### src/design/zx_consts.svh
/* port addresses, widths and reset values of the pager
   7FFD is partially decoded, the other ports use the full or low address byte */
`ifndef ZX_CONSTS_SVH
`define ZX_CONSTS_SVH

// widths
`define ZX_PAGE_W 8
`define ZX_NWIN 4

// 128K paging port, selected when a[15] and a[1] are both low
`define ZX_PORT_7FFD_MASK 16'h8002
`define ZX_PORT_7FFD_MATCH 16'h0000

// pentagon config port, full decode
`define ZX_PORT_EFF7 16'hEFF7

// low address bytes of the window ports and the readback port
`define ZX_PORT_ATMWIN_LO 8'h77
`define ZX_PORT_RDBACK_LO 8'hBE

// fixed RAM pages of windows 1 and 2
`define ZX_LEGACY_PAGE1 8'h05
`define ZX_LEGACY_PAGE2 8'h02

// register values after reset
`define ZX_P7FFD_RST 8'h00
`define ZX_PEFF7_RST 8'h00

`endif

### src/design/zx_pkg.sv
/* shared types of the pager
   a window entry is 9 bits, the table holds four of them, window 0 at the low end */
`default_nettype none

`include "zx_consts.svh"

package zx_pkg;

	// decoded I/O port of the current cycle
	typedef enum logic [2:0]
	{
		sel_none   = 3'd0,
		sel_p7ffd  = 3'd1,
		sel_peff7  = 3'd2,
		sel_atmwin = 3'd3,
		sel_rdback = 3'd4
	} port_sel_t;

	// one 16K window of the Z80 address space
	typedef struct packed
	{
		logic                  is_rom;
		logic [`ZX_PAGE_W-1:0] page;
	} win_entry_t;

	// all windows, indexed by a[15:14]
	typedef win_entry_t [`ZX_NWIN-1:0] win_table_t;

endpackage

`default_nettype wire

### src/design/port_cmd_if.sv
/* decoded port commands, all in the fclk domain
   wr_stb is one cycle per I/O write, rd_act stays high for the whole I/O read */
`default_nettype none

interface port_cmd_if;

	logic              wr_stb;
	logic              rd_act;
	zx_pkg::port_sel_t sel;
	logic [1:0]        win;
	logic [7:0]        data;

	// decoder side
	modport src (output wr_stb, output rd_act, output sel, output win, output data);

	// register file side
	modport exec (input wr_stb, input sel, input win, input data);

	// readback side
	modport rdbk (input rd_act, input sel, input win);

endinterface

`default_nettype wire

### src/design/bus_decode.sv
/* Z80 strobes, address and data pass two fclk flops before decoding
   the Z80 must hold a and d_in stable while its strobes are low */
`default_nettype none

`include "zx_consts.svh"

module bus_decode
(
	input  logic        fclk,
	input  logic        reset,
	input  logic [15:0] a,
	input  logic [7:0]  d_in,
	input  logic        iorq_n,
	input  logic        mreq_n,
	input  logic        rd_n,
	input  logic        wr_n,
	port_cmd_if.src     cmd,
	output logic        mem_act,
	output logic        mem_wr,
	output logic [1:0]  mem_win
);

	logic [1:0]  iorq_sync;
	logic [1:0]  mreq_sync;
	logic [1:0]  rd_sync;
	logic [1:0]  wr_sync;
	logic [15:0] a_s1, a_s2;
	logic [7:0]  d_s1, d_s2;
	logic        io_wr;
	logic        io_wr_q;

	//////////////////////////////////////////////////
	// synchronizers
	//////////////////////////////////////////////////

	// strobes idle high after reset
	always_ff @(posedge fclk)
	begin
		if (reset)
		begin
			iorq_sync <= 2'b11;
			mreq_sync <= 2'b11;
			rd_sync   <= 2'b11;
			wr_sync   <= 2'b11;
			io_wr_q   <= 1'b0;
		end
		else
		begin
			iorq_sync <= {iorq_sync[0], iorq_n};
			mreq_sync <= {mreq_sync[0], mreq_n};
			rd_sync   <= {rd_sync[0], rd_n};
			wr_sync   <= {wr_sync[0], wr_n};
			io_wr_q   <= io_wr;
		end
	end

	// address and data keep step with the strobes
	always_ff @(posedge fclk)
	begin
		a_s1 <= a;
		a_s2 <= a_s1;
		d_s1 <= d_in;
		d_s2 <= d_s1;
	end

	//////////////////////////////////////////////////
	// I/O decode
	//////////////////////////////////////////////////

	assign io_wr = ~iorq_sync[1] & ~wr_sync[1];

	// rising edge of the write condition only
	assign cmd.wr_stb = io_wr & ~io_wr_q;
	assign cmd.rd_act = ~iorq_sync[1] & ~rd_sync[1];
	assign cmd.data   = d_s2;

	// EFF7 goes first, it is the only fully decoded port
	always_comb
	begin
		if (a_s2 == `ZX_PORT_EFF7)
			cmd.sel = zx_pkg::sel_peff7;
		else if (a_s2[7:0] == `ZX_PORT_ATMWIN_LO)
			cmd.sel = zx_pkg::sel_atmwin;
		else if (a_s2[7:0] == `ZX_PORT_RDBACK_LO)
			cmd.sel = zx_pkg::sel_rdback;
		else if ((a_s2 & `ZX_PORT_7FFD_MASK) == `ZX_PORT_7FFD_MATCH)
			cmd.sel = zx_pkg::sel_p7ffd;
		else
			cmd.sel = zx_pkg::sel_none;
	end

	// readback picks its window from the high byte low bits
	assign cmd.win = (a_s2[7:0] == `ZX_PORT_RDBACK_LO) ? a_s2[9:8] : a_s2[15:14];

	// memory cycles
	assign mem_act = ~mreq_sync[1];
	assign mem_wr  = ~wr_sync[1];
	assign mem_win = a_s2[15:14];

endmodule

`default_nettype wire

### src/design/pager_regs.sv
/* paging registers, written one cycle after wr_stb
   the 7FFD lock (bit5) is cleared by reset only; window overrides have priority */
`default_nettype none

`include "zx_consts.svh"

module pager_regs
(
	input  logic               fclk,
	input  logic               reset,
	port_cmd_if.exec           cmd,
	output zx_pkg::win_table_t win_table
);

	logic [7:0]                      p7ffd;
	logic [7:0]                      peff7;
	logic [`ZX_NWIN-1:0]             ovr_valid;
	zx_pkg::win_entry_t [`ZX_NWIN-1:0] ovr;

	//////////////////////////////////////////////////
	// register writes
	//////////////////////////////////////////////////

	always_ff @(posedge fclk)
	begin
		if (reset)
		begin
			p7ffd     <= `ZX_P7FFD_RST;
			peff7     <= `ZX_PEFF7_RST;
			ovr_valid <= '0;
			ovr       <= '0;
		end
		else if (cmd.wr_stb)
		begin
			case (cmd.sel)
				zx_pkg::sel_p7ffd:
				begin
					// 48K lock
					if (!p7ffd[5])
						p7ffd <= cmd.data;
				end
				zx_pkg::sel_peff7:
					peff7 <= cmd.data;
				zx_pkg::sel_atmwin:
				begin
					ovr_valid[cmd.win]   <= 1'b1;
					ovr[cmd.win].is_rom <= ~cmd.data[7];
					ovr[cmd.win].page   <= {1'b0, cmd.data[6:0]};
				end
				default:
				begin
				end
			endcase
		end
	end

	//////////////////////////////////////////////////
	// window table
	//////////////////////////////////////////////////

	always_comb
	begin
		// window 0, ROM from 7FFD bit4 or RAM page 0 when EFF7 bit3 is set
		win_table[0].is_rom = ~peff7[3];
		win_table[0].page   = peff7[3] ? '0 : {{(`ZX_PAGE_W-1){1'b0}}, p7ffd[4]};

		win_table[1].is_rom = 1'b0;
		win_table[1].page   = `ZX_LEGACY_PAGE1;

		win_table[2].is_rom = 1'b0;
		win_table[2].page   = `ZX_LEGACY_PAGE2;

		// paged RAM
		win_table[3].is_rom = 1'b0;
		win_table[3].page   = {{(`ZX_PAGE_W-3){1'b0}}, p7ffd[2:0]};

		for (int i = 0; i < `ZX_NWIN; i++)
		begin
			if (ovr_valid[i])
				win_table[i] = ovr[i];
		end
	end

endmodule

`default_nettype wire

### src/design/mem_map.sv
/* registered memory mapping, one cycle behind the synchronized mreq_n
   all outputs are 0 outside memory cycles; ROM windows never get mem_we */
`default_nettype none

`include "zx_consts.svh"

module mem_map
(
	input  logic                  fclk,
	input  logic                  reset,
	input  logic                  mem_act,
	input  logic                  mem_wr,
	input  logic [1:0]            mem_win,
	input  zx_pkg::win_table_t    win_table,
	output logic [`ZX_PAGE_W-1:0] mem_page,
	output logic                  rom_cs,
	output logic                  mem_we
);

	zx_pkg::win_entry_t cur;

	// entry of the addressed window
	assign cur = win_table[mem_win];

	always_ff @(posedge fclk)
	begin
		if (reset)
		begin
			mem_page <= '0;
			rom_cs   <= 1'b0;
			mem_we   <= 1'b0;
		end
		else if (mem_act)
		begin
			mem_page <= cur.page;
			rom_cs   <= cur.is_rom;
			// write protect for ROM
			mem_we   <= mem_wr & ~cur.is_rom;
		end
		else
		begin
			mem_page <= '0;
			rom_cs   <= 1'b0;
			mem_we   <= 1'b0;
		end
	end

endmodule

`default_nettype wire

### src/design/port_readback.sv
/* I/O read data, one cycle behind rd_act
   reads of the readback port and of unused ports are answered, the writable ports are not */
`default_nettype none

module port_readback
(
	input  logic               fclk,
	input  logic               reset,
	port_cmd_if.rdbk           cmd,
	input  zx_pkg::win_table_t win_table,
	output logic [7:0]         d_out,
	output logic               d_oe
);

	zx_pkg::win_entry_t rb;

	assign rb = win_table[cmd.win];

	always_ff @(posedge fclk)
	begin
		if (reset)
		begin
			d_out <= 8'h00;
			d_oe  <= 1'b0;
		end
		else if (cmd.rd_act)
		begin
			case (cmd.sel)
				zx_pkg::sel_rdback:
				begin
					// same format as a window port write
					d_out <= {~rb.is_rom, rb.page[6:0]};
					d_oe  <= 1'b1;
				end
				zx_pkg::sel_none:
				begin
					d_out <= 8'hFF;
					d_oe  <= 1'b1;
				end
				default:
				begin
					d_out <= 8'h00;
					d_oe  <= 1'b0;
				end
			endcase
		end
		else
		begin
			d_out <= 8'h00;
			d_oe  <= 1'b0;
		end
	end

endmodule

`default_nettype wire

### src/design/zx_pager.sv
/* Z80 memory pager, all logic runs on fclk
   the Z80 data bus is split, an external buffer drives d_out onto the bus while d_oe is high */
`default_nettype none

`include "zx_consts.svh"

module zx_pager
(
	input  logic        fclk,
	input  logic        reset,
	input  logic [15:0] a,
	input  logic [7:0]  d_in,
	input  logic        iorq_n,
	input  logic        mreq_n,
	input  logic        rd_n,
	input  logic        wr_n,
	output logic [7:0]  d_out,
	output logic        d_oe,
	output logic [7:0]  mem_page,
	output logic        rom_cs,
	output logic        mem_we
);

	logic                                  mem_act;
	logic                                  mem_wr;
	logic [1:0]                            mem_win;
	logic [`ZX_NWIN*(`ZX_PAGE_W+1)-1:0]    win_table;

	port_cmd_if cmd_if();

	//////////////////////////////////////////////////
	// decode, execute, results
	//////////////////////////////////////////////////

	bus_decode bus_decode_inst
	(
		.fclk    (fclk   ),
		.reset   (reset  ),
		.a       (a      ),
		.d_in    (d_in   ),
		.iorq_n  (iorq_n ),
		.mreq_n  (mreq_n ),
		.rd_n    (rd_n   ),
		.wr_n    (wr_n   ),
		.cmd     (cmd_if ),
		.mem_act (mem_act),
		.mem_wr  (mem_wr ),
		.mem_win (mem_win)
	);

	pager_regs pager_regs_inst
	(
		.fclk      (fclk     ),
		.reset     (reset    ),
		.cmd       (cmd_if   ),
		.win_table (win_table)
	);

	mem_map mem_map_inst
	(
		.fclk      (fclk     ),
		.reset     (reset    ),
		.mem_act   (mem_act  ),
		.mem_wr    (mem_wr   ),
		.mem_win   (mem_win  ),
		.win_table (win_table),
		.mem_page  (mem_page ),
		.rom_cs    (rom_cs   ),
		.mem_we    (mem_we   )
	);

	port_readback port_readback_inst
	(
		.fclk      (fclk     ),
		.reset     (reset    ),
		.cmd       (cmd_if   ),
		.win_table (win_table),
		.d_out     (d_out    ),
		.d_oe      (d_oe     )
	);

endmodule

`default_nettype wire

### config.mk
export PLATFORM = sky130hd
export DESIGN_NAME = zx_pager
export DESIGN_NICKNAME = d
export VERILOG_FILES = /design/src/design/zx_pkg.sv /design/src/design/port_cmd_if.sv /design/src/design/bus_decode.sv /design/src/design/pager_regs.sv /design/src/design/mem_map.sv /design/src/design/port_readback.sv /design/src/design/zx_pager.sv
export VERILOG_INCLUDE_DIRS = /design/src /design/src/design
export SDC_FILE = /design/constraint.sdc
export NUM_CORES = 1
export LEC_CHECK = 0
export BUFFER_PORTS_ARGS = -buffer_cell sky130_fd_sc_hd__clkbuf_2
export CAP_MARGIN = 30
export CORE_MARGIN = 2
export CORE_UTILIZATION = 30
export CTS_CLUSTER_DIAMETER = 60
export DETAILED_ROUTE_END_ITERATION = 8
export PLACE_DENSITY = 0.47
export SLEW_MARGIN = 20
export SYNTH_ARGS = -nofsm -noshare
export SYNTH_HDL_FRONTEND = slang
export SYNTH_SLANG_ARGS = --single-unit
### constraint.sdc
create_clock -name fclk -period 3 [get_ports fclk]
set_clock_uncertainty 0.1 [all_clocks]
set_input_delay 0.45 -clock fclk [delete_from_list [all_inputs] [get_ports fclk]]
set_output_delay 0.45 -clock fclk [all_outputs]
set_load 0.02 [all_outputs]
==> out/qor.csv <==
stage,metric,value,unit
worst_setup_path,arrival,2470,ps
hold_path,hold_class,primary input to register,
pwr,p_per_area,737,nW/um2
yosys,synthTopCellsByCount,"117 x dfxtp_1, 41 x nand2b_1, 39 x mux2i_1",
finish,multi_input_comb_area,1610,um2
yosys,syn_inst,374,
floorplanning,die-area,14700,um2
route,viasPerCell,4.47,
pwr,power,3.74,mW
finish,seq_area,2340,um2
yosys,yosysUniqueCellTypes,43,
yosys,syn-cell-area,4130,um2
cts,post_cts_buffers,0,
global_route,grt_max_degree,34,
finish,post-route-cell-area,5070,um2
global_route,grt_pass1_wl,14200,um
worst_setup_path,cp-start-kind,register,
floorplanning,die_h,121,um
timing,slew_headroom,47.5,%
timing,rsz0062_at_grt,no,
placement,dpl.cell_count,575,
global_route,grt_remaining_overflow,0,
placement,postPlaceCellArea,4470,um2
yosys,ys.flop_type,dfxtp_1,
route,drcViolationCount,0,
cts,clk_pin_slew,60,ps
floorplanning,start_util,30.9,%
global_route,antenna_found_initial,0,
pwr,clock_power_share,54.0,%
cts,h-tree-depth,4,
timing,fin_crit,2230,ps
timing,finalMaxSlewViolations,0,
placement,port_buffers,47,
finish,area_delta_synth_final,22.8,%
placement,gp_congestion,0.795,
cts,cts_root_buf,clkbuf_16,
yosys,ys_seq_elements,117,
placement,dp_hpwl,6280,um
route,drt-total-wl,8770,um
cts,clock_sinks,117,
pwr,power_leakage,2.05,nW
floorplanning,ioPinCount,49,
yosys,mappedNetlistNets,404,
finish,stdcell_count,607,
yosys,synth-warning-count,0,
yosys,ys_seq_area_share,56.7,%
yosys,synth_area_leaders,"dfxtp_1 57%, mux2i_1 9.5%, nand2b_1 6.2%, mux4_2 4.4%, nor2_1 2.1%",
route,avgRoutedWirePerCell,14.5,um
cts,cts_resized,0,
timing,setup_viol,0,
yosys,yosys.area.top_type,dfxtp_1,
yosys,yosysMostFrequentCell,dfxtp_1,
finish,fillers,1374,
finish,antenna_cells,0,
pwr,peakVddDrop,0.000348,V
finish,postLayoutCoreUtil,38.0,%
pwr,swShare,22.1,%
run_status,status,"complete, no violations",
route,num_vias,2712,
finish,finalNetCount,448,
timing,fin_setup_tns,0,ps
yosys,synth_edf_count,0,
global_route,track_usage,13.3,%
worst_setup_path,worstPathRequired,3230,ps
timing,hold_violations,0,
yosys,syn_area_per_cell,11.0,um2
route,ant_nets,0,
timing,worst_slew_pin_slew,782,ps
cts,ctsHoldBuffers,0,
worst_setup_path,crit_type,register to register,
pwr,p_seq_share,43.2,%
route,first_iter_violations,164,
floorplanning,fp.dieW,121,um
cts,cts_buffer_depth,2,
finish,drive_gt1_share,25.3,%
flow_run,maxCapViolCount,0,
timing,fmax,448,MHz
cts,clock_latency,410,ps
pwr,p_comb_share,2.9,%
pwr,internal_power,2.91,mW
floorplanning,row_count,42,
worst_setup_path,endpoint_kind,register,
global_route,grt_pass1_vias,2723,
pwr,switchingPower,826,uW
yosys,synth_top_area_share,56.7,%
route,dr.pass1.iters,4,
worst_setup_path,worst-path-max-fanout,9,
yosys,ys_async_sr_fraction,0,%
floorplanning,core,13300,um2
timing,fin_crit_sh,74.4,%
cts,cts_buffers,17,
cts,tritoncts,done,
## registers in the layout, summed over array words and instances (netlist names)
signal,flops
mem_map_inst.mem_we,1
bus_decode_inst.a_s1,16
bus_decode_inst.wr_sync,2
pager_regs_inst.ovr_valid,4
mem_map_inst.mem_page,7
bus_decode_inst.rd_sync,2
bus_decode_inst.cmd.data,8
pager_regs_inst.ovr,32
bus_decode_inst.iorq_sync,2
mem_map_inst.rom_cs,1
bus_decode_inst.a_s2,16
pager_regs_inst.peff7,1
bus_decode_inst.mreq_sync,2
port_readback_inst.d_out,8
pager_regs_inst.p7ffd,5
port_readback_inst.d_oe,1
bus_decode_inst.io_wr_q,1
bus_decode_inst.d_s1,8
## cell families after synthesis
family,synth area share [%]
buffers and inverters,4.18
flip-flops,56.7
AND/OR/NAND/NOR,17.7
AO/OA/AOI/OAI,7.49
multiplexers,13.8
other,0.0908
## power by group through the flow
stage | clock network [mW] | logic [mW] | registers (mW)
final | 2.02 | 0.107 | 1.61
after global routing | 2.15 | 0.119 | 1.62
after CTS | 2.08 | 0.109 | 1.61
after detailed placement | 0 | 0.109 | 1.65
after global placement | 0 | 0.108 | 1.65
after floorplan | 0 | 0.0713 | 1.64
## worst max-delay path, cell delays in order (launching register included)
cell and delay [ps]:
dfxtp_1 560, clkinv_1 380, and4_2 340, o21ai_2 510, mux2i_1 260
## layer usage
metal	track usage (%)	wire, um	vias up
li1	-	-	1376
met4	6.68	125	0
met2	18.3	3740	85
met5	0	0	-
met3	5.55	643	9
met1	17.7	4270	1242
## cells in the final DEF (no fill, tap or decap), drive strengths merged, types with 2 or more instances in the layout
master,instances
nor4,4
nand2,22
nor2,23
nand2b,41
a311oi,4
mux2i,39
bufinv,2
or3,3
nor3b,2
clkbuf,65
and4,2
nand3,10
a21oi,16
inv,14
a211oi,5
a31oi,6
dfxtp,117
or2,10
o21ai,11
nor3,3
clkinvlp,2
buf,4
clkinv,3
o211ai,5
mux4,8
## final cells by class
type / instances / share of cell area (%)
flip-flops and latches: 117 / 46.2
multi-input cells: 224 / 31.8
clock buffers: 18 / 8.66
repair buffers: 51 / 5.23
well taps: 176 / 4.34
clock inverters: 14 / 3.21
inverters: 7 / 0.518
## metrics by stage
| stage | worst slack [ps] | hold slack [ps] |
|---|---|---|
| final | 767 | 35.5 |
| after floorplan | 1310 | 210 |
| after global routing | 549 | 7.33 |
| after global placement | 766 | 215 |
| after detailed placement | 742 | 212 |
| after CTS | 730 | 8.97 |
## worst paths after layout
path	endpoint	start	cells past startpoint	slack, ps
setup / recovery	pager_regs_inst.ovr[13]	bus_decode_inst.a_s2[9]	4	770
hold reg to reg	bus_decode_inst.a_s2[8]	bus_decode_inst.a_s1[8]	0	220
setup reg to reg	pager_regs_inst.ovr[13]	bus_decode_inst.a_s2[9]	4	770
hold / removal	bus_decode_inst.d_s1[0]	d_in[0]	1	40
(Power assumes the default switching activity.)
